## src/logic/ExecPkg.sv

```systemverilog
package ExecPkg;

    // Function unit that executes a micro-op
    typedef enum logic [0:0] {
        FU_INT,
        FU_MUL
    } FuncUnit;

    // Operations understood by the execute stage
    typedef enum logic [3:0] {
        OP_ADD,
        OP_SUB,
        OP_AND,
        OP_OR,
        OP_XOR,
        // Signed compare, result is 0 or 1
        OP_SLT,
        // Shift amount is srcB[4:0]
        OP_SLL,
        // Low 32 bits of the product
        OP_MUL
    } Opcode;

    // One enable bit per execution unit
    localparam int NUM_XUS = 2;
    localparam int XU_INT = 0;
    localparam int XU_MUL = 1;

endpackage

```

## src/logic/UopPkg.sv

```systemverilog
package UopPkg;

    import ExecPkg::*;

    // Micro-op as it leaves the issue stage
    typedef struct packed {
        logic [31:0] imm;
        logic [31:0] pc;

        // Source A, may be replaced by the pc
        logic availA;
        logic [5:0] tagA;
        logic pcA;

        // Source B, may be replaced by the immediate
        logic availB;
        logic [5:0] tagB;
        logic immB;

        logic [5:0] sqN;
        logic [5:0] tagDst;
        logic [4:0] nmDst;
        Opcode opcode;
        FuncUnit fu;
    } R_UOp;

    // Micro-op with resolved operands, input of the execute stage
    typedef struct packed {
        logic [31:0] srcA;
        logic [31:0] srcB;
        logic [31:0] imm;
        logic [5:0] sqN;
        logic [5:0] tagDst;
        logic [4:0] nmDst;
        Opcode opcode;
        logic valid;
    } EX_UOp;

endpackage

```

## src/logic/WritebackIf.sv

```systemverilog
interface WritebackIf #(
    parameter int NUM_UOPS = 2
);

    // One writeback slot per lane, a slot is live when its valid bit is high
    logic valid[NUM_UOPS-1:0];
    logic [5:0] tag[NUM_UOPS-1:0];
    logic [5:0] sqN[NUM_UOPS-1:0];
    logic [31:0] result[NUM_UOPS-1:0];

    // Driven by the execute stage
    modport source (
        output valid,
        output tag,
        output sqN,
        output result
    );

    // Register file write and operand bypass
    modport sink (
        input valid,
        input tag,
        input sqN,
        input result
    );

endinterface

```

## src/logic/ExecUnit.sv

```systemverilog
module ExecUnit
    import ExecPkg::*;
    import UopPkg::*;
#(
    parameter int NUM_UOPS = 2
) (
    input  logic clk,
    input  logic rst,

    input  EX_UOp exUop[NUM_UOPS-1:0],
    input  logic [NUM_XUS-1:0] enableXU[NUM_UOPS-1:0],
    input  logic wbStall[NUM_UOPS-1:0],

    WritebackIf.source wb,

    // Architectural destination, registered alongside the writeback slot
    output logic [4:0] nmDst[NUM_UOPS-1:0]
);

    logic [31:0] aluResult[NUM_UOPS-1:0];
    logic [31:0] mulResult[NUM_UOPS-1:0];

    always_comb begin
        for (int i = 0; i < NUM_UOPS; i++) begin
            case (exUop[i].opcode)
                OP_ADD: aluResult[i] = exUop[i].srcA + exUop[i].srcB;
                OP_SUB: aluResult[i] = exUop[i].srcA - exUop[i].srcB;
                OP_AND: aluResult[i] = exUop[i].srcA & exUop[i].srcB;
                OP_OR: aluResult[i] = exUop[i].srcA | exUop[i].srcB;
                OP_XOR: aluResult[i] = exUop[i].srcA ^ exUop[i].srcB;
                OP_SLT: begin
                    aluResult[i] = {31'b0, $signed(exUop[i].srcA) < $signed(exUop[i].srcB)};
                end
                OP_SLL: aluResult[i] = exUop[i].srcA << exUop[i].srcB[4:0];
                default: aluResult[i] = 32'h0;
            endcase

            // 32-bit context keeps only the low half of the product
            mulResult[i] = exUop[i].srcA * exUop[i].srcB;
        end
    end

    always_ff @(posedge clk) begin
        if (rst) begin
            for (int i = 0; i < NUM_UOPS; i++) begin
                wb.valid[i] <= 1'b0;
            end
        end
        else begin
            for (int i = 0; i < NUM_UOPS; i++) begin
                if (wbStall[i]) begin
                    // Payload holds, only the valid bit drops
                    wb.valid[i] <= 1'b0;
                end
                else begin
                    wb.valid[i] <= exUop[i].valid && (|enableXU[i]);
                    wb.tag[i] <= exUop[i].tagDst;
                    wb.sqN[i] <= exUop[i].sqN;
                    nmDst[i] <= exUop[i].nmDst;
                    if (enableXU[i][XU_MUL]) begin
                        wb.result[i] <= mulResult[i];
                    end
                    else if (enableXU[i][XU_INT]) begin
                        wb.result[i] <= aluResult[i];
                    end
                end
            end
        end
    end

endmodule

```

## src/flat_wrapper.sv

```systemverilog
// flat-port wrapper written by rule: the top's interface ports become plain ports
module ExecUnit_flat import ExecPkg::*; import UopPkg::*;
#(
    parameter int NUM_UOPS = 2
)
  (clk, rst, exUop, enableXU, wbStall, nmDst, wb_valid, wb_tag, wb_sqN, wb_result);
  WritebackIf #(.NUM_UOPS(NUM_UOPS)) wb_i ();
  input  logic clk;
  input  logic rst;
  input  EX_UOp exUop[NUM_UOPS-1:0];
  input  logic [NUM_XUS-1:0] enableXU[NUM_UOPS-1:0];
  input  logic wbStall[NUM_UOPS-1:0];
  output logic [4:0] nmDst[NUM_UOPS-1:0];
  output wire logic [$bits(wb_i.valid)-1:0] wb_valid;
  output wire logic [$bits(wb_i.tag)-1:0] wb_tag;
  output wire logic [$bits(wb_i.sqN)-1:0] wb_sqN;
  output wire logic [$bits(wb_i.result)-1:0] wb_result;
  assign wb_valid = {>>{wb_i.valid}};
  assign wb_tag = {>>{wb_i.tag}};
  assign wb_sqN = {>>{wb_i.sqN}};
  assign wb_result = {>>{wb_i.result}};
  ExecUnit #(.NUM_UOPS(NUM_UOPS)) u_core (.clk(clk), .rst(rst), .exUop(exUop), .enableXU(enableXU), .wbStall(wbStall), .wb(wb_i), .nmDst(nmDst));
endmodule
```

## config.mk

```make
export PLATFORM = sky130hd
export DESIGN_NAME = ExecUnit_flat
export DESIGN_NICKNAME = d
export VERILOG_FILES = /design/src/logic/ExecPkg.sv /design/src/logic/UopPkg.sv /design/src/logic/WritebackIf.sv /design/src/logic/ExecUnit.sv /design/src/flat_wrapper.sv
export SDC_FILE = /design/constraint.sdc
export NUM_CORES = 2
export LEC_CHECK = 0
export BUFFER_PORTS_ARGS = -buffer_cell sky130_fd_sc_hd__buf_2
export CAP_MARGIN = 20
export CORE_AREA = 2 2 310 312
export CTS_CLUSTER_DIAMETER = 80
export DETAILED_ROUTE_END_ITERATION = 8
export DIE_AREA = 0 0 312 314
export PLACE_DENSITY_LB_ADDON = 0.25
export SYNTH_ARGS = -nofsm -noshare
export SYNTH_HDL_FRONTEND = slang
export SYNTH_SLANG_ARGS = --single-unit
```

## constraint.sdc

```tcl
create_clock -name clk -period 12.6 [get_ports clk]
set_input_delay 2.52 -clock clk [delete_from_list [all_inputs] [get_ports clk]]
set_output_delay 2.52 -clock clk [all_outputs]
set_load 0.05 [all_outputs]
```

=== Word level (Yosys, flattened, before mapping) ===
Index checks and enable logic that the tools add are counted.

* $add $sub $neg: 4
* $mul: 2
* Order comparisons: 2
* Equality and inequality tests: 12
* Shift-type cells: 2
* Multiplexer cells: 6
* Bitwise logic cells: 9
* Reductions and logical operators: 14

{| class="wikitable"
|+ Operators with widths
! cell !! number
|-
| $pmux W32 S7 || 2
|-
| $mux W32 || 4
|-
| $add A32 B32 Y32 || 2
|-
| $and A32 B32 Y32 || 2
|-
| $lt A32 B32 Y1 || 2
|-
| $mul A32 B32 Y32 || 2
|-
| $or A32 B32 Y32 || 2
|-
| $shl A32 B5 Y32 || 2
|-
| $sub A32 B32 Y32 || 2
|-
| $xor A32 B32 Y32 || 2
|-
| $eq A4 B3 Y1 const B || 6
|-
| $eq A4 B2 Y1 const B || 4
|-
| $eq A4 B1 Y1 const B || 2
|-
| $logic_not A4 Y1 || 2
|-
| $reduce_or A2 Y1 || 4
|-
| $reduce_and A3 Y1 || 2
|-
| $reduce_and A2 Y1 || 2
|-
| $reduce_bool A2 Y1 || 2
|-
| $not A1 Y1 || 3
|-
| $logic_and A1 B1 Y1 || 2
|}

* Register bits after elaboration: 100
* Bits of input ports: 244
* Output and inout port bits: 100
* Logic and storage cells: 61

=== Depth between registers and ports, before layout ===
* Word-level depth: 4
* Mapped depth: 32
* Gate-level depth less buffers: 28

=== Worst setup path after synthesis ===
OpenSTA, ideal clock, no wires.

* Path kind: input to register
* Start: input port exUop[174] in the netlist's numbering
* End: register u_core.wb.result[63] (data pin)
* Setup time: 0.256 ns
* Data arrival time: 10.040 ns
* Slack: 2.304 ns
* Stages on the path: 29
* Path through: clkbuf_1 inv_1 clkbuf_1 clkbuf_1 buf_1 nor2_1 fa_1 inv_1 fa_1 fa_1 fa_1 inv_1 fa_1 inv_1 fa_1 inv_1 fa_1 fa_1 ha_1 a21oi_1 nand2_1 a221oi_1 o21ai_0 a311oi_1 o21bai_1 a21oi_1 o21ai_0 xnor2_1 a22o_1

* Longest elaborated chain between the ends: 4
* Elaborated cells on any way between the ends: 7

{| class="wikitable"
|+ Ends and longest elaborated chain
! what !! RTL line !! text
|-
| start, declared || flat_wrapper.sv:10 || <nowiki>input EX_UOp exUop[NUM_UOPS-1:0];</nowiki>
|-
| branches (longest 3 deep; another with $mul A32 B32 Y32) || - ||
|-
| $mux W32 * || ExecUnit.sv:60 || <nowiki>if (enableXU[i][XU_MUL]) begin</nowiki>
|-
| end signal, assigned by index || ExecUnit.sv:61 || <nowiki>wb.result[i] <= mulResult[i];</nowiki>
|-
| end signal, assigned by index || ExecUnit.sv:64 || <nowiki>wb.result[i] <= aluResult[i];</nowiki>
|-
| end, declared || WritebackIf.sv:16 || <nowiki>output result</nowiki>
|}

Every way passes the cells marked *. The select of a mux whose other input is x is not followed.
A chain may end at the register's enable or synchronous reset.

=== Final worst setup path ===
* Start: input port exUop[177] in the netlist's numbering
* End: register u_core.wb.result[63] (data pin)

* Longest elaborated chain between the ends: 4
* Elaborated cells on any way between the ends: 6

{| class="wikitable"
|+ Ends and longest elaborated chain
! what !! RTL line
|-
| branches (longest 3 deep; another with $mul A32 B32 Y32) || -
|-
| $mux W32 * || ExecUnit.sv:60
|}

Marks and branches as above.

==> metrics.cfg <==
[status]
status=complete, no violations

[synth]
ys_ff_latch=100
syn_area_um2=45100
synth_nets=6893
yosys.area_share.simple_pct=14.7
ys.flop_type=edfxtp_1
synth_area_per_cell_um2=8.36
synth_xor_area_share_pct=4.35
synthAdderAreaFrac_pct=48.6
ys_seq_area_share_pct=6.62
synth_top_family_by_area=adder cells
syn_inst=5389
synth_compound_area_share_pct=12.2
synth_mux_area_share_pct=3.00
synthArstFlopShare_pct=0
synth_edf_count=98
synth_warnings=0
ys_types=84

[layout]
antenna_cells=0
fill_cells=9258
postLayoutCellArea_um2=47900
fin_nets=6979
drive_gt1_share_pct=8.72
seqCellArea_um2=2980
multi_input_area_um2=37400
layout_commonest_cell=inv_1
final_cell_mix=902 x inv_1, 861 x nor2_1, 820 x fa_1
area_delta_synth_final_pct=6.37

[timing]
holdWs_ns=2.29
period_share_pct=87.3
setup_tns_ns=0
rsz0062_at_grt=no
timing.final.crit_period_ns=11.00
max_slew_margin_pct=17.0
hold_viol_final=0
setup_viol=0
slew_violations=0
fmax_mhz=90.9
tightest_slew_ns=1.24

[global_route]
antenna_found_initial=8
grt.total_usage_pct=37.4
grt_max_degree=50
grt_pass1_wl_mm=269
grt_pass1_vias=41282
overflow=0

[worst_setup_path]
crit_arrival_ns=11.30
crit_required_ns=12.90
crit_fanout=20
critPathCaptureType=register
critical_path.startpoint_type=input pin
critical_path_class=in -> reg

[drt]
ant_nets=0
drc_errors=0
wl_met2_mm=74.4
drt-total-wl_mm=183
dr.max_layer_used=met5
wl_met3_mm=27.8
wl_per_cell_um=27.1
first_pass_iters=6
via_per_inst=6.10
wl_met1_mm=71.1
vias=41160
initialDrtViolationCount=5194

[floorplan]
row_count=113
coreArea_um2=94400
initial_core_util_pct=47.7
dieArea_um2=98000
die_h_um=314
die_w_um=312
ios=344

[clocking]
tritoncts=done
cts_sinks=100
cts_hold_buf=0
cts-resized-gates=0
clockRootBuffer=clkbuf_16
cts_buffer_depth=2
clk_pin_slew_worst_paths_ns=0.10
post-cts-setup-buffer-count=0
numCtsBuffers=9
htreeDepth=3

[placement]
placed_cell_area_um2=47600
io_buffer_count=279
place_hpwl_mm=142
routabilityCongestion=1.03

[flow_run]
cap_violations=0

[hold_path]
hp-class=in -> reg

==> layout make-up <==
class / count / area share [%]
clock buffer: 9 / 0.470
clock inverter: 7 / 0.123
inverter: 950 / 7.44
multi-input combinational: 4042 / 78.0
sequential: 100 / 6.22
tap: 1265 / 3.30
timing repair buffer: 372 / 4.41
==> worst max-delay path, cell delays in order <==
cell and delay, ns:
buf_2 0.25, inv_1 0.82, nor2_1 0.17, fa_1 0.60, fa_1 0.45, fa_1 0.52, inv_1 0.05, fa_1 0.47
inv_1 0.05, fa_1 0.50, inv_1 0.06, fa_1 0.54, inv_1 0.05, fa_1 0.40, fa_1 0.48, ha_1 0.36
a21oi_1 0.24, nand2_1 0.11, a221oi_1 0.36, o21ai_0 0.14, a311oi_1 0.77, o21bai_1 0.16, a21oi_1 0.26, o21ai_0 0.19
xnor2_1 0.49, a22o_1 0.24
==> per-layer routing <==
layer  GRT usage (%)  vias up
met5           0.484        -
met2            53.0     3013
met3            14.2      537
met4            17.4       12
met1            50.5    20333
li1                -    17265
==> metrics by stage <==
stage	setup WS, ns	utilization (%)	cells
6_report	1.60	50.7	6745
5_1_grt	1.29	50.7	6745
4_1_cts	1.72	50.7	6744
3_5_place_dp	1.26	50.4	6728
3_3_place_gp	1.46	50.4	6728
2_1_floorplan	2.30	-	5389
==> logic make-up after synthesis <==
kind of cell             Yosys count
XOR/XNOR                         224
multiplexers                      86
flip-flops                       100
buffers and inverters           1247
adder cells (fa/ha/maj)         1260
AND/OR/NAND/NOR                 1649
AO/OA/AOI/OAI                    823
==> synthesized netlist by cell type, types with 21 or more instances <==
cell | n | area (µm²)
inv_1 | 904 | 3390
nor2_1 | 862 | 3240
fa_1 | 820 | 16400
nand2_1 | 576 | 2160
ha_1 | 440 | 5510
clkbuf_1 | 236 | 886
a21oi_1 | 220 | 1100
xnor2_1 | 178 | 1560
o21ai_0 | 129 | 646
edfxtp_1 | 98 | 2940
a221oi_1 | 57 | 499
buf_1 | 49 | 184
nor3_1 | 49 | 245
xor2_1 | 46 | 403
o21ai_1 | 45 | 225
mux2i_1 | 44 | 440
a21o_1 | 40 | 300
mux4_2 | 39 | 878
nand3_1 | 31 | 155
o211ai_1 | 28 | 210
o21bai_1 | 28 | 210
a211oi_1 | 26 | 195
inv_2 | 26 | 97.6
o22ai_1 | 25 | 156
a221o_1 | 23 | 230
a31oi_1 | 23 | 144
o221ai_1 | 23 | 201
or3_1 | 21 | 131
==> state kept, by name, summed over array words and instances, names as in the netlist <==
name	cells
u_core.wb.sqN	12
u_core.wb.tag	12
u_core.wb.result	64
u_core.wb.valid	2
u_core.nmDst	10
==> final timing paths <==
path | start | end | slack, ns | cells after the start
setup / recovery | exUop[177] | u_core.wb.result[63] | 1.60 | 26
hold / removal | exUop[124] | u_core.nmDst[6] | 2.29 | 1
Power is left out: the tool's default activity adds up to more than one toggle a clock period on the data nets, which glitch-free logic cannot reach.
