File: config.mk
export PLATFORM = sky130hd
export DESIGN_NAME = OperandLoad_flat
export DESIGN_NICKNAME = d
export VERILOG_FILES = /design/src/logic/ExecPkg.sv /design/src/logic/UopPkg.sv /design/src/logic/WritebackIf.sv /design/src/logic/OperandLoad.sv /design/src/flat_wrapper.sv
export SDC_FILE = /design/constraint.sdc
export NUM_CORES = 1
export LEC_CHECK = 0
export BUFFER_PORTS_ARGS = -buffer_cell sky130_fd_sc_hd__buf_4
export CAP_MARGIN = 15
export CELL_PAD_IN_SITES_DETAIL_PLACEMENT = 0
export CELL_PAD_IN_SITES_GLOBAL_PLACEMENT = 2
export CORE_AREA = 2 2 275 277
export CTS_BUF_LIST = sky130_fd_sc_hd__clkbuf_8
export CTS_CLUSTER_SIZE = 16
export DETAILED_ROUTE_END_ITERATION = 6
export DIE_AREA = 0 0 277 279
export PLACE_DENSITY = 0.53
export SETUP_SLACK_MARGIN = 0.05
export SLEW_MARGIN = 20
export SYNTH_ARGS = -nofsm -noshare
export SYNTH_HDL_FRONTEND = slang
export SYNTH_SLANG_ARGS = --single-unit
export TNS_END_PERCENT = 100
File: constraint.sdc
create_clock -name clk -period 10.3 [get_ports clk]
set_clock_uncertainty 0.05 [all_clocks]
set_input_delay 1.03 -clock clk [delete_from_list [all_inputs] [get_ports clk]]
set_output_delay 1.03 -clock clk [all_outputs]
set_load 0.1 [all_outputs]
File: src/logic/ExecPkg.sv
package ExecPkg;

    // Function unit that executes a micro-op
    typedef enum logic [0:0] {
        FU_INT,
        FU_MUL
    } FuncUnit;

    // Operations understood by the execute stage
    typedef enum logic [3:0] {
        OP_ADD,
        OP_SUB,
        OP_AND,
        OP_OR,
        OP_XOR,
        // Signed compare, result is 0 or 1
        OP_SLT,
        // Shift amount is srcB[4:0]
        OP_SLL,
        // Low 32 bits of the product
        OP_MUL
    } Opcode;

    // One enable bit per execution unit
    localparam int NUM_XUS = 2;
    localparam int XU_INT = 0;
    localparam int XU_MUL = 1;

endpackage

File: src/logic/UopPkg.sv
package UopPkg;

    import ExecPkg::*;

    // Micro-op as it leaves the issue stage
    typedef struct packed {
        logic [31:0] imm;
        logic [31:0] pc;

        // Source A, may be replaced by the pc
        logic availA;
        logic [5:0] tagA;
        logic pcA;

        // Source B, may be replaced by the immediate
        logic availB;
        logic [5:0] tagB;
        logic immB;

        logic [5:0] sqN;
        logic [5:0] tagDst;
        logic [4:0] nmDst;
        Opcode opcode;
        FuncUnit fu;
    } R_UOp;

    // Micro-op with resolved operands, input of the execute stage
    typedef struct packed {
        logic [31:0] srcA;
        logic [31:0] srcB;
        logic [31:0] imm;
        logic [5:0] sqN;
        logic [5:0] tagDst;
        logic [4:0] nmDst;
        Opcode opcode;
        logic valid;
    } EX_UOp;

endpackage

File: src/logic/WritebackIf.sv
interface WritebackIf #(
    parameter int NUM_UOPS = 2
);

    // One writeback slot per lane, a slot is live when its valid bit is high
    logic valid[NUM_UOPS-1:0];
    logic [5:0] tag[NUM_UOPS-1:0];
    logic [5:0] sqN[NUM_UOPS-1:0];
    logic [31:0] result[NUM_UOPS-1:0];

    // Driven by the execute stage
    modport source (
        output valid,
        output tag,
        output sqN,
        output result
    );

    // Register file write and operand bypass
    modport sink (
        input valid,
        input tag,
        input sqN,
        input result
    );

endinterface

File: src/logic/OperandLoad.sv
module OperandLoad
    import ExecPkg::*;
    import UopPkg::*;
#(
    parameter int NUM_UOPS = 2
) (
    input  logic clk,
    input  logic rst,

    input  logic uopValid[NUM_UOPS-1:0],
    input  R_UOp uop[NUM_UOPS-1:0],

    // Writeback contention, a stalled lane keeps its output
    input  logic wbStall[NUM_UOPS-1:0],

    // Branch flush, everything younger than invalidateSqN is dropped
    input  logic invalidate,
    input  logic [5:0] invalidateSqN,

    output logic rfReadValid[2*NUM_UOPS-1:0],
    output logic [5:0] rfReadAddr[2*NUM_UOPS-1:0],
    input  logic [31:0] rfReadData[2*NUM_UOPS-1:0],

    WritebackIf.sink wb,

    output EX_UOp exUop[NUM_UOPS-1:0],
    output logic [NUM_XUS-1:0] enableXU[NUM_UOPS-1:0]
);

    logic [31:0] operandA[NUM_UOPS-1:0];
    logic [31:0] operandB[NUM_UOPS-1:0];

    // Sequence numbers wrap, so compare through the signed difference
    function automatic logic isYounger(input logic [5:0] sqN, input logic [5:0] flushSqN);
        logic signed [5:0] delta;
        delta = $signed(sqN - flushSqN);
        return delta > 0;
    endfunction

    function automatic logic [NUM_XUS-1:0] unitMask(input FuncUnit fu);
        logic [NUM_XUS-1:0] mask;
        mask = '0;
        case (fu)
            FU_INT: mask[XU_INT] = 1'b1;
            FU_MUL: mask[XU_MUL] = 1'b1;
            default: mask = '0;
        endcase
        return mask;
    endfunction

    // Register file request straight from the issued tags
    always_comb begin
        for (int i = 0; i < NUM_UOPS; i++) begin
            rfReadValid[i] = uop[i].availA;
            rfReadAddr[i] = uop[i].tagA;
            rfReadValid[i+NUM_UOPS] = uop[i].availB;
            rfReadAddr[i+NUM_UOPS] = uop[i].tagB;
        end
    end

    // Operand select: pc/imm first, then the bypass, then the register file
    always_comb begin
        for (int i = 0; i < NUM_UOPS; i++) begin
            operandA[i] = rfReadData[i];
            operandB[i] = rfReadData[i+NUM_UOPS];

            // Walk down so the lowest matching slot is the one that sticks
            for (int j = NUM_UOPS - 1; j >= 0; j--) begin
                if (wb.valid[j] && wb.tag[j] == uop[i].tagA) begin
                    operandA[i] = wb.result[j];
                end
                if (wb.valid[j] && wb.tag[j] == uop[i].tagB) begin
                    operandB[i] = wb.result[j];
                end
            end

            if (uop[i].pcA) begin
                operandA[i] = uop[i].pc;
            end
            if (uop[i].immB) begin
                operandB[i] = uop[i].imm;
            end
        end
    end

    always_ff @(posedge clk) begin
        if (rst) begin
            for (int i = 0; i < NUM_UOPS; i++) begin
                exUop[i].valid <= 1'b0;
                enableXU[i] <= '0;
            end
        end
        else begin
            for (int i = 0; i < NUM_UOPS; i++) begin
                if (!wbStall[i] && uopValid[i]) begin
                    exUop[i].srcA <= operandA[i];
                    exUop[i].srcB <= operandB[i];
                    exUop[i].imm <= uop[i].imm;
                    exUop[i].sqN <= uop[i].sqN;
                    exUop[i].tagDst <= uop[i].tagDst;
                    exUop[i].nmDst <= uop[i].nmDst;
                    exUop[i].opcode <= uop[i].opcode;
                    exUop[i].valid <= !(invalidate && isYounger(uop[i].sqN, invalidateSqN));
                    enableXU[i] <= unitMask(uop[i].fu);
                end
                else if (!wbStall[i]) begin
                    // Bubble
                    exUop[i].valid <= 1'b0;
                    enableXU[i] <= '0;
                end
            end
        end
    end

endmodule

File: src/flat_wrapper.sv
// flat-port wrapper written by rule: the top's interface ports become plain ports
module OperandLoad_flat import ExecPkg::*; import UopPkg::*;
#(
    parameter int NUM_UOPS = 2
)
  (clk, rst, uopValid, uop, wbStall, invalidate, invalidateSqN, rfReadValid, rfReadAddr, rfReadData, exUop, enableXU, wb_valid, wb_tag, wb_sqN, wb_result);
  WritebackIf #(.NUM_UOPS(NUM_UOPS)) wb_i ();
  input  logic clk;
  input  logic rst;
  input  logic uopValid[NUM_UOPS-1:0];
  input  R_UOp uop[NUM_UOPS-1:0];
  input  logic wbStall[NUM_UOPS-1:0];
  input  logic invalidate;
  input  logic [5:0] invalidateSqN;
  output logic rfReadValid[2*NUM_UOPS-1:0];
  output logic [5:0] rfReadAddr[2*NUM_UOPS-1:0];
  input  logic [31:0] rfReadData[2*NUM_UOPS-1:0];
  output EX_UOp exUop[NUM_UOPS-1:0];
  output logic [NUM_XUS-1:0] enableXU[NUM_UOPS-1:0];
  input wire logic [$bits(wb_i.valid)-1:0] wb_valid;
  input wire logic [$bits(wb_i.tag)-1:0] wb_tag;
  input wire logic [$bits(wb_i.sqN)-1:0] wb_sqN;
  input wire logic [$bits(wb_i.result)-1:0] wb_result;
  assign wb_i.valid = {>>{wb_valid}};
  assign wb_i.tag = {>>{wb_tag}};
  assign wb_i.sqN = {>>{wb_sqN}};
  assign wb_i.result = {>>{wb_result}};
  OperandLoad #(.NUM_UOPS(NUM_UOPS)) u_core (.clk(clk), .rst(rst), .uopValid(uopValid), .uop(uop), .wbStall(wbStall), .invalidate(invalidate), .invalidateSqN(invalidateSqN), .rfReadValid(rfReadValid), .rfReadAddr(rfReadAddr), .rfReadData(rfReadData), .wb(wb_i), .exUop(exUop), .enableXU(enableXU));
endmodule
# Word-level counts from Yosys, hierarchy flattened

Cells that the tools add are included.

Equality and inequality tests: 10
Divide/modulo/power cells: 0
$add $sub $neg: 2
Multiplexer cells: 24
Multipliers: 0
Order comparisons: 2
Shifts and indexed selects: 0
Reduce and logical (&&, ||, !) cells: 18
Bitwise gates (word level): 1

Operator list:

| operator           | number |
|---|---|
| $mux 32            | 12 |
| $eq 6x6->1         | 8 |
| $gt 6x1->1 const B | 2 |
| $logic_and 1x1->1  | 12 |
| $sub 6x6->6        | 2 |
| $mux 1             | 8 |
| $mux 2             | 4 |
| $logic_not 1->1    | 4 |
| $ne 2x1->1 const B | 2 |
| $reduce_and 2->1   | 2 |
| $not 1->1          | 1 |

Register bits: 240
Latch bits: 0
Memory bits (read-only): 0
Logic and storage cells: 75
Bits in writable memories: 0
Memories: 0
Output and inout port bits: 268

# Depth between registers and ports, before layout

Gate-level depths: netlist of run 1.

Depth in word-level cells: 5
Mapped depth: 9

# Worst setup path before layout of run 1

No wires, ideal clock.

Kind: input to register
Start: in rst
End: reg u_core.exUop[100] (netlist name)
Setup slack: 3.512 ns
Data arrival time: 6.142 ns
Cell stages on the path: 2
Buffers on the path: 1
Setup time: 0.595 ns
Cells stage by stage: clkbuf_1 nor2_1

Longest elaborated chain between the ends: 2

RTL lines:

| what                              | RTL line          | text |
|---|---|---|
| start, declared                   | flat_wrapper.sv:9 | `input logic rst;` |
| $not 1->1 (no source line)        | n/a               |  |
| $reduce_and 2->1 (no source line) | n/a               |  |

Every way passes these cells.
A chain may end at the register's enable or synchronous reset.

==> results of run 1 <==
-- worst min-delay path, stage by stage, from the launching register on --
cell and delay [ns]:
dfxtp_1 0.33, a21oi_1 0.06, nor2_1 0.07
-- how the worst max path moves through the flow --
stage / from / endpoint / slack, ns / cells past startpoint
5_1_grt: wb_valid[1] / u_core.exUop[176] / 7.30 / 6
3_5_place_dp: wb_valid[1] / u_core.exUop[189] / 6.71 / 6
2_1_floorplan: rst / u_core.exUop[100] / 3.51 / 2
4_1_cts: wb_valid[1] / u_core.exUop[189] / 7.42 / 6
6_report: wb_valid[1] / u_core.exUop[189] / 7.34 / 6
3_3_place_gp: wb_valid[1] / u_core.exUop[189] / 6.69 / 6
-- power breakdown --
group | switching [mW] | internal [mW] | total [mW]
Clock | 0.498 | 0.488 | 0.986
Sequential | 0.0136 | 1.13 | 1.15
Combinational | 0.595 | 0.241 | 0.836
-- layer usage --
metal / vias up / global-route usage / part of all wire
li1: 5369 / - / -
met5: - / 0 / 0.00012
met2: 544 / 0.323 / 0.50
met1: 6072 / 0.230 / 0.41
met3: 97 / 0.0440 / 0.065
met4: 2 / 0.0707 / 0.025
-- cells in the final DEF (no fill, tap or decap), types with 2 or more instances in the layout --
cell type / n
a221oi_1: 68
nand2_1: 136
ha_1: 10
and2_1: 32
o21ai_0: 2
nor3b_1: 2
inv_6: 2
nor4_1: 2
o22ai_1: 2
edfxtp_1: 234
fa_1: 2
clkinv_1: 13
a21oi_1: 10
xor2_1: 18
o31ai_1: 128
nand4_1: 4
nor2b_1: 2
clkbuf_8: 51
or2_2: 2
a21o_1: 2
nand2b_1: 2
inv_1: 21
nor4_4: 2
diode_2: 17
o221ai_1: 2
nor3_2: 5
nor2_1: 144
clkinv_2: 15
or3_2: 4
buf_4: 702
dfxtp_1: 6
a31oi_1: 2
xnor2_1: 40
a221oi_2: 60
or4_2: 2
nand3_1: 4
nand2b_2: 2
nor2_4: 2
-- sequential cells by signal (all words and copies together) (netlist names) --
signal,flops
u_core.exUop,236
u_core.enableXU,4
-- kinds of logic (layout without fill, tap and decap cells) --
| logic type | Yosys count | in the layout | synth area share |
|---|---|---|---|
| DFF | 240 | 240 | 0.569 |
| adders and majority gates | 12 | 12 | 0.0132 |
| buffers and inverters | 132 | 805 | 0.0541 |
| other | 0 | 17 | 0 |
| AOI/OAI and AO/OA | 276 | 276 | 0.205 |
| xor gates and xnor gates | 58 | 58 | 0.0405 |
| and+or+nand+nor | 348 | 348 | 0.118 |
-- area by class of cell --
type                    count  share of cell area
flip-flops and latches    240               0.368
repair buffers            702               0.271
multi-input cells         694               0.247
well taps                 969              0.0624
clock buffers              51              0.0361
clock inverters            41              0.0108
diodes                     17             0.00219
inverters                  11             0.00213
-- through the flow --
stage / area, um^2 / power [mW] / setup WS, ns / util / hold slack, ns
4_1_cts: 19400 / 3.01 / 7.42 / 0.262 / 0.456
3_3_place_gp: 18500 / 2.00 / 6.69 / 0.249 / 0.429
5_1_grt: 19400 / 3.08 / 7.30 / 0.262 / 0.462
3_5_place_dp: 18500 / 2.01 / 6.71 / 0.249 / 0.442
6_report: 19400 / 2.97 / 7.34 / 0.262 / 0.454
2_1_floorplan: 12600 / 1.71 / 3.51 / - / 0.914
==> impl_metrics.tcl, run 1 <==
set metrics [dict create \
    outcome "finished, final reports clean" \
    antenna_left 0 \
    via_per_inst 4.43 \
    tns_ns 0 \
    antenna_found_initial 19 \
    crit_path_start_kind "input port" \
    cts_tree "done" \
    slowest_delay_ns 0.68 \
    rows 100 \
    cp_cell_sequence "buf_4, inv_1, or4_2, buf_4, a221oi_2, o31ai_1" \
    worstHoldPathCells 2 \
    synthTopCellsByCount "234 x edfxtp_1, 146 x nor2_1, 136 x nand2_1" \
    nFillCells 7967 \
    wire_per_inst_um 27.9 \
    cts_buffers 51 \
    die_w_um 277 \
    drc 0 \
    cts.clk_slew.worst_paths_ns 0.06 \
    grt_pass1_wl_um 102000 \
    yosys.area.top_type "edfxtp_1" \
    gp_congestion 0.804 \
    cts_sinks 240 \
    min_to "u_core.enableXU[1]" \
    fmax_mhz 338 \
    synth_top_area_frac 0.560 \
    synthArstFlopShare 0 \
    fin_crit_sh 0.287 \
    fp.dieH_um 279 \
    path_max_fanout 33 \
    drt_first_pass_iters 5 \
    die-area_um2 77300 \
    cap_violations 0 \
    grt_start_max_net_pins 70 \
    routed_wl_um 75900 \
    rsz0062_at_grt "no" \
    cp_top_family "buffers and inverters" \
    cp-end-kind "flip-flop" \
    ys_warn_count 0 \
    hold_class "reg2reg" \
    cpMostUsedCell "buf_4" \
    boundaryPins 703 \
    first_global_vias 12500 \
    arrival_ns 3.26 \
    multi_input_area_um2 4810 \
    worst_pin_slew_ns 1.02 \
    track_usage 0.189 \
    stdcell_count 2725 \
    hpwl_um 55900 \
    worstHoldStart "u_core.enableXU[1]" \
    period_needed_ns 2.96 \
    synth.avg_cell_area_um2 11.8 \
    area_growth_pct 54.7 \
    p_per_area_nw_per_um2 153 \
    synth_nets 1513 \
    dp_cells 2616 \
    drt_iter0_drc 714 \
    seq_area_frac_synth 0.569 \
    slew_headroom 0.321 \
    r2r_slack_ns 9.39 \
    drive_above_1_share 0.489 \
    critical_path_buf_inv_count 3 \
    synthFlopType "edfxtp_1" \
    r2r_cells 4 \
    cts_resized 0 \
    initial_core_util 0.170 \
    synthTopCellsByArea "edfxtp_1 56%, o31ai_1 7.7%, a221oi_2 7.2%" \
    clk_path_buf_depth 3 \
    htree_num_levels 2 \
    final_hold_viol_count 0 \
    ys_ff_latch 240 \
    p_leak_nw 7.73 \
    core_um2 74100 \
    worstPathRequired_ns 10.60 \
    syn_inst 1066 \
    r2r-start "u_core.exUop[0]" \
    cpMaxStageDelayCell "or4_2" \
    syn-cell-area_um2 12600 \
    port_buffers 682 \
    synth_cell_type_count 36 \
    dr_total_vias 12100 \
    root_buffer "clkbuf_8" \
    synth_edf_count 234 \
    grt_overflow 0 \
    critPathKind "in2reg" \
    ctsHoldBuffers 0 \
    worst_skew_pair.late_latency_ns 0.63 \
    regArea_um2 7150 \
    synth_most_common_cell "edfxtp_1" \
    timing.rr.end "u_core.exUop[0]" \
    max-vdd-ir-drop_mv 0.0777 \
    drv_slew 0 \
    setup_viol 0 \
    postCtsSetupRepairBufs 0 \
    fin_nets 2147 \
]
Power figures use the tool's default switching activity.
==> run 2, diff against run 1 <==
Settings changed: CORE_AREA 2 2 275 277 to 2 2 277 279, DIE_AREA 0 0 277 279 to 0 0 279 281, PLACE_DENSITY 0.53 to 0.55.
Clock period 10.3 ns to 2.5 ns, I/O delays scaled along.
==> impl_metrics.tcl, run 2 (same netlist as run 1, synthesis figures left out) <==
set metrics [dict create \
    outcome "finished, final reports clean" \
    drive_above_1_share 0.430 \
    drv_slew 0 \
    via_per_inst 4.39 \
    stdcell_count 3030 \
    p_per_area_nw_per_um2 554 \
    fin_nets 2460 \
    regArea_um2 7150 \
    worstHoldStart "rfReadData[56]" \
    boundaryPins 703 \
    p_leak_nw 9.14 \
    max-vdd-ir-drop_mv 0.290 \
    routed_wl_um 79200 \
    wire_per_inst_um 26.1 \
    r2r_slack_ns 0.71 \
    fmax_mhz 419 \
    worstPathRequired_ns 2.81 \
    cap_violations 0 \
    grt_start_max_net_pins 65 \
    critPathKind "in2reg" \
    hpwl_um 59500 \
    grt_overflow 0 \
    whs_ns 0.0539 \
    dp_cells 2661 \
    antenna_found_initial 9 \
    switching_share 0.367 \
    drt_iter0_drc 849 \
    gp_congestion 0.825 \
    root_buffer "clkbuf_8" \
    r2r-start "u_core.enableXU[2]" \
    fin_crit_sh 0.954 \
    drc 0 \
    core_um2 75400 \
    timing.rr.end "u_core.enableXU[2]" \
    combPwrFrac 0.314 \
    min_to "u_core.exUop[228]" \
    antenna_left 0 \
    clk_path_buf_depth 3 \
    cts_buffers 49 \
    hold_class "in2reg" \
    path_max_fanout 11 \
    worst_pin_slew_ns 0.756 \
    finalWorstSetupSlack_ns 0.115 \
    rows 101 \
    rsz0062_at_grt "yes" \
    grt_pass1_wl_um 108000 \
    die-area_um2 78400 \
    worstHoldPathCells 3 \
    cts_tree "done" \
    multi_input_area_um2 4840 \
    worst_skew_pair.late_latency_ns 0.63 \
    final_common_cell "buf_4" \
    drt_first_pass_iters 5 \
    cp-end-kind "flip-flop" \
    dr_total_vias 13300 \
    r2r_cells 4 \
    fp.dieH_um 281 \
    cts.clk_slew.worst_paths_ns 0.06 \
    track_usage 0.194 \
    seqPwrFrac 0.376 \
    reg_top3 "u_core.exUop: 236 flops, u_core.enableXU: 4 flops" \
    largest_register_ffs 236 \
    port_buffers 682 \
    nFillCells 7927 \
    final_hold_viol_count 0 \
    initial_core_util 0.166 \
    cts_sinks 240 \
    arrival_ns 2.70 \
    setup_viol 0 \
    switchingPower_mw 4.61 \
    htree_num_levels 2 \
    dpl_worst_slack_ns -0.0631 \
    regMostFlops "u_core.exUop" \
    period_needed_ns 2.38 \
    first_global_vias 14300 \
    final_cell_mix "719 x buf_4, 279 x dlygate4sd3_1, 234 x edfxtp_1" \
    die_w_um 279 \
    slew_headroom 0.496 \
    area_growth_pct 80.7 \
    fin_util 0.301 \
    p_int_mw 7.94 \
    crit_path_start_kind "input port" \
    clock_power_share 0.310 \
    postCtsSetupRepairBufs 0 \
]
run 2: changes by cell type in the layout (fill, tap and decap cells not counted), sizes merged:
cell and delta:
buf +36, clkbuf -2, clkinv -12, clkinvlp +2
diode -11, dlygate4sd3 +279, inv +4
run 2: routing by layer:
layer	global-route usage	share of wire
met5	0	0
met4	0.0567	0.025
met3	0.0403	0.063
met2	0.336	0.50
met1	0.243	0.41
run 2: metrics by stage:
stage | power (mW) | setup TNS (ns) | cell area [um^2]
after global routing | 13.1 | 0 | 22700
after detailed placement | 8.36 | -0.0788 | 19000
after global placement | 8.34 | -0.0374 | 19000
final | 12.6 | 0 | 22700
after floorplan | 7.04 | -25.49 | 12600
after CTS | 12.8 | 0 | 22600
run 2: timing repair:
action,CTS,global route
setup endpoints to repair,0,3
hold endpoints to repair,242,0
resized for setup,0,4
hold buffers,279,0
run 2: power by group through the flow:
stage	Combinational (mW)	Clock, mW	Sequential [mW]
floorplan	0.844	0	6.19
global placement	3.54	0	4.80
detailed placement	3.55	0	4.81
CTS	3.97	4.06	4.72
global route	4.12	4.19	4.74
finish	3.94	3.89	4.72
run 2: worst max-delay path by stage:
stage,start,end,slack [ns],depth (start not counted)
6_report,wb_tag[11],u_core.exUop[235],0.12,8
5_1_grt,wb_tag[11],u_core.exUop[235],0.06,8
4_1_cts,wb_tag[11],u_core.exUop[235],0.08,8
3_5_place_dp,wb_tag[11],u_core.exUop[235],-0.06,7
3_3_place_gp,wb_tag[11],u_core.exUop[235],-0.03,7
2_1_floorplan,wbStall[0],u_core.exUop[100],-0.11,2
run 2: worst max-delay path: stages:
cell and delay, ns:
buf_4 0.13, xnor2_1 0.23, nand3_2 0.16, or4_2 0.72
buf_4 0.25, a221oi_2 0.29, o31ai_1 0.10, dlygate4sd3_1 0.56
run 2: cell type report:
type,count,share of cell area
Multi-Input combinational cell,694,0.213
Clock inverter,35,0.00811
Clock buffer,49,0.0297
Inverter,11,0.00182
Sequential cell,240,0.315
Antenna cell,6,0.000662
Tap cell,978,0.0539
Timing Repair Buffer,1017,0.377
==> run 3, diff against run 2 <==
Settings changed: CTS_BUF_LIST sky130_fd_sc_hd__clkbuf_8 to default.
==> impl_metrics.tcl, run 3 (same netlist as run 1, synthesis figures left out) <==
set metrics [dict create \
    fin_util 0.290 \
    clk_path_buf_depth 3 \
    worstPathRequired_ns 2.88 \
    hold_class "in2reg" \
    max-vdd-ir-drop_mv 0.338 \
    largest_register_ffs 236 \
    cts_buffers 34 \
    whs_ns 0.0602 \
    root_buffer "clkbuf_16" \
    cts.clk_slew.worst_paths_ns 0.06 \
    first_global_vias 13600 \
    fp.dieH_um 281 \
    crit_path_start_kind "input port" \
    rows 101 \
    fin_area_um2 21900 \
    final_cell_mix "720 x buf_4, 234 x edfxtp_1, 175 x dlygate4sd3_1" \
    cts_tree "done" \
    period_needed_ns 2.03 \
    path_max_fanout 4 \
    area_growth_pct 74.3 \
    grt_overflow 0 \
    setup_viol 0 \
    port_buffers 682 \
    dp_cells 2661 \
    outcome "finished, final reports clean" \
    cp-end-kind "flip-flop" \
    gp_congestion 0.825 \
    die-area_um2 78400 \
    wire_per_inst_um 27.0 \
    drt_iter0_drc 802 \
    routed_wl_um 78400 \
    antenna_left 0 \
    drive_above_1_share 0.453 \
    fin_crit_sh 0.813 \
    die_w_um 279 \
    slew_headroom 0.499 \
    reg_top3 "u_core.exUop: 236 flops, u_core.enableXU: 4 flops" \
    critPathKind "in2reg" \
    final_hold_viol_count 0 \
    worst_pin_slew_ns 0.751 \
    via_per_inst 4.44 \
    fin_nets 2341 \
    htree_num_levels 2 \
    hpwl_um 59500 \
    drc 0 \
    cts_sinks 240 \
    antenna_found_initial 10 \
    track_usage 0.192 \
    dr_total_vias 12900 \
    postCtsSetupRepairBufs 0 \
    initial_core_util 0.166 \
    drt_first_pass_iters 5 \
    tns_ns 0 \
    core_um2 75400 \
    p_per_area_nw_per_um2 619 \
    p_leak_nw 8.74 \
    ctsHoldBuffers 175 \
    arrival_ns 2.41 \
    cap_violations 0 \
    regMostFlops "u_core.exUop" \
    grt_pass1_wl_um 106000 \
    boundaryPins 703 \
    final_common_cell "buf_4" \
    stdcell_count 2902 \
    dpl_cell_area_um2 19000 \
    drv_slew 0 \
    fmax_mhz 492 \
    cts_resized 0 \
    worst_skew_pair.late_latency_ns 0.55 \
    grt_start_max_net_pins 65 \
    rsz0062_at_grt "no" \
]
==> run 3: changes by cell type in the layout (fill, tap and decap cells not counted), moves of 2 or more <==
cell / delta
dlygate4sd3_1: -104
clkbuf_8: -48
clkbuf_16: +35
inv_1: -14
clkinv_1: -7
clkbuf_1: +6
bufinv_16: +3
clkinv_2: +2
clkinv_8: +2
inv_8: -2
==> run 3: path summary, 6_finish.rpt <==
check             cells past startpoint          startpoint            endpoint  slack, ns
setup reg to reg                      4  u_core.enableXU[2]  u_core.enableXU[2]       0.71
setup / recovery                      8          wbStall[1]  u_core.enableXU[2]       0.47
hold reg to reg                       2  u_core.enableXU[0]  u_core.enableXU[0]       0.50
hold / removal                        4          invalidate   u_core.exUop[118]       0.06
==> run 3: metal layers <==
layer | vias up | part of all wire | global-route usage
li1 | 5738 | - | -
met1 | 6481 | 0.42 | 0.241
met2 | 573 | 0.50 | 0.333
met3 | 104 | 0.061 | 0.0408
met4 | 2 | 0.023 | 0.0528
met5 | - | 0.00017 | 0
==> run 3: worst max-delay path, cell delays in order <==
cell	delay (ns)
dlygate4sd3_1	0.55
buf_4	0.13
nand2b_4	0.14
nor2_1	0.04
a21oi_1	0.11
dlygate4sd3_1	0.58
nor2_1	0.05
dlygate4sd3_1	0.56
==> run 3: stage by stage <==
| step | worst slack [ns] | power, mW |
|---|---|---|
| 3_5_place_dp | -0.0631 | 8.36 |
| 2_1_floorplan | -0.109 | 7.04 |
| 6_report | 0.466 | 13.5 |
| 3_3_place_gp | -0.0336 | 8.34 |
| 5_1_grt | 0.399 | 14.0 |
| 4_1_cts | 0.515 | 13.7 |
==> run 3: cell type report <==
cell class	instances	area [um^2]
Tap cell	978	1220
Sequential cell	240	7150
Antenna cell	6	15.0
Inverter	11	41.3
Multi-Input combinational cell	694	4820
Clock inverter	18	208
Timing Repair Buffer	913	7520
Fill cell	7918	53600
Clock buffer	42	912
==> run 3: where the power goes <==
part           internal (mW)  leakage [nW]  switching (mW)
clock network           3.01         0.545            2.04
registers               4.66          2.17          0.0636
logic                   1.22          6.03            2.55
total                   8.89          8.74            4.65
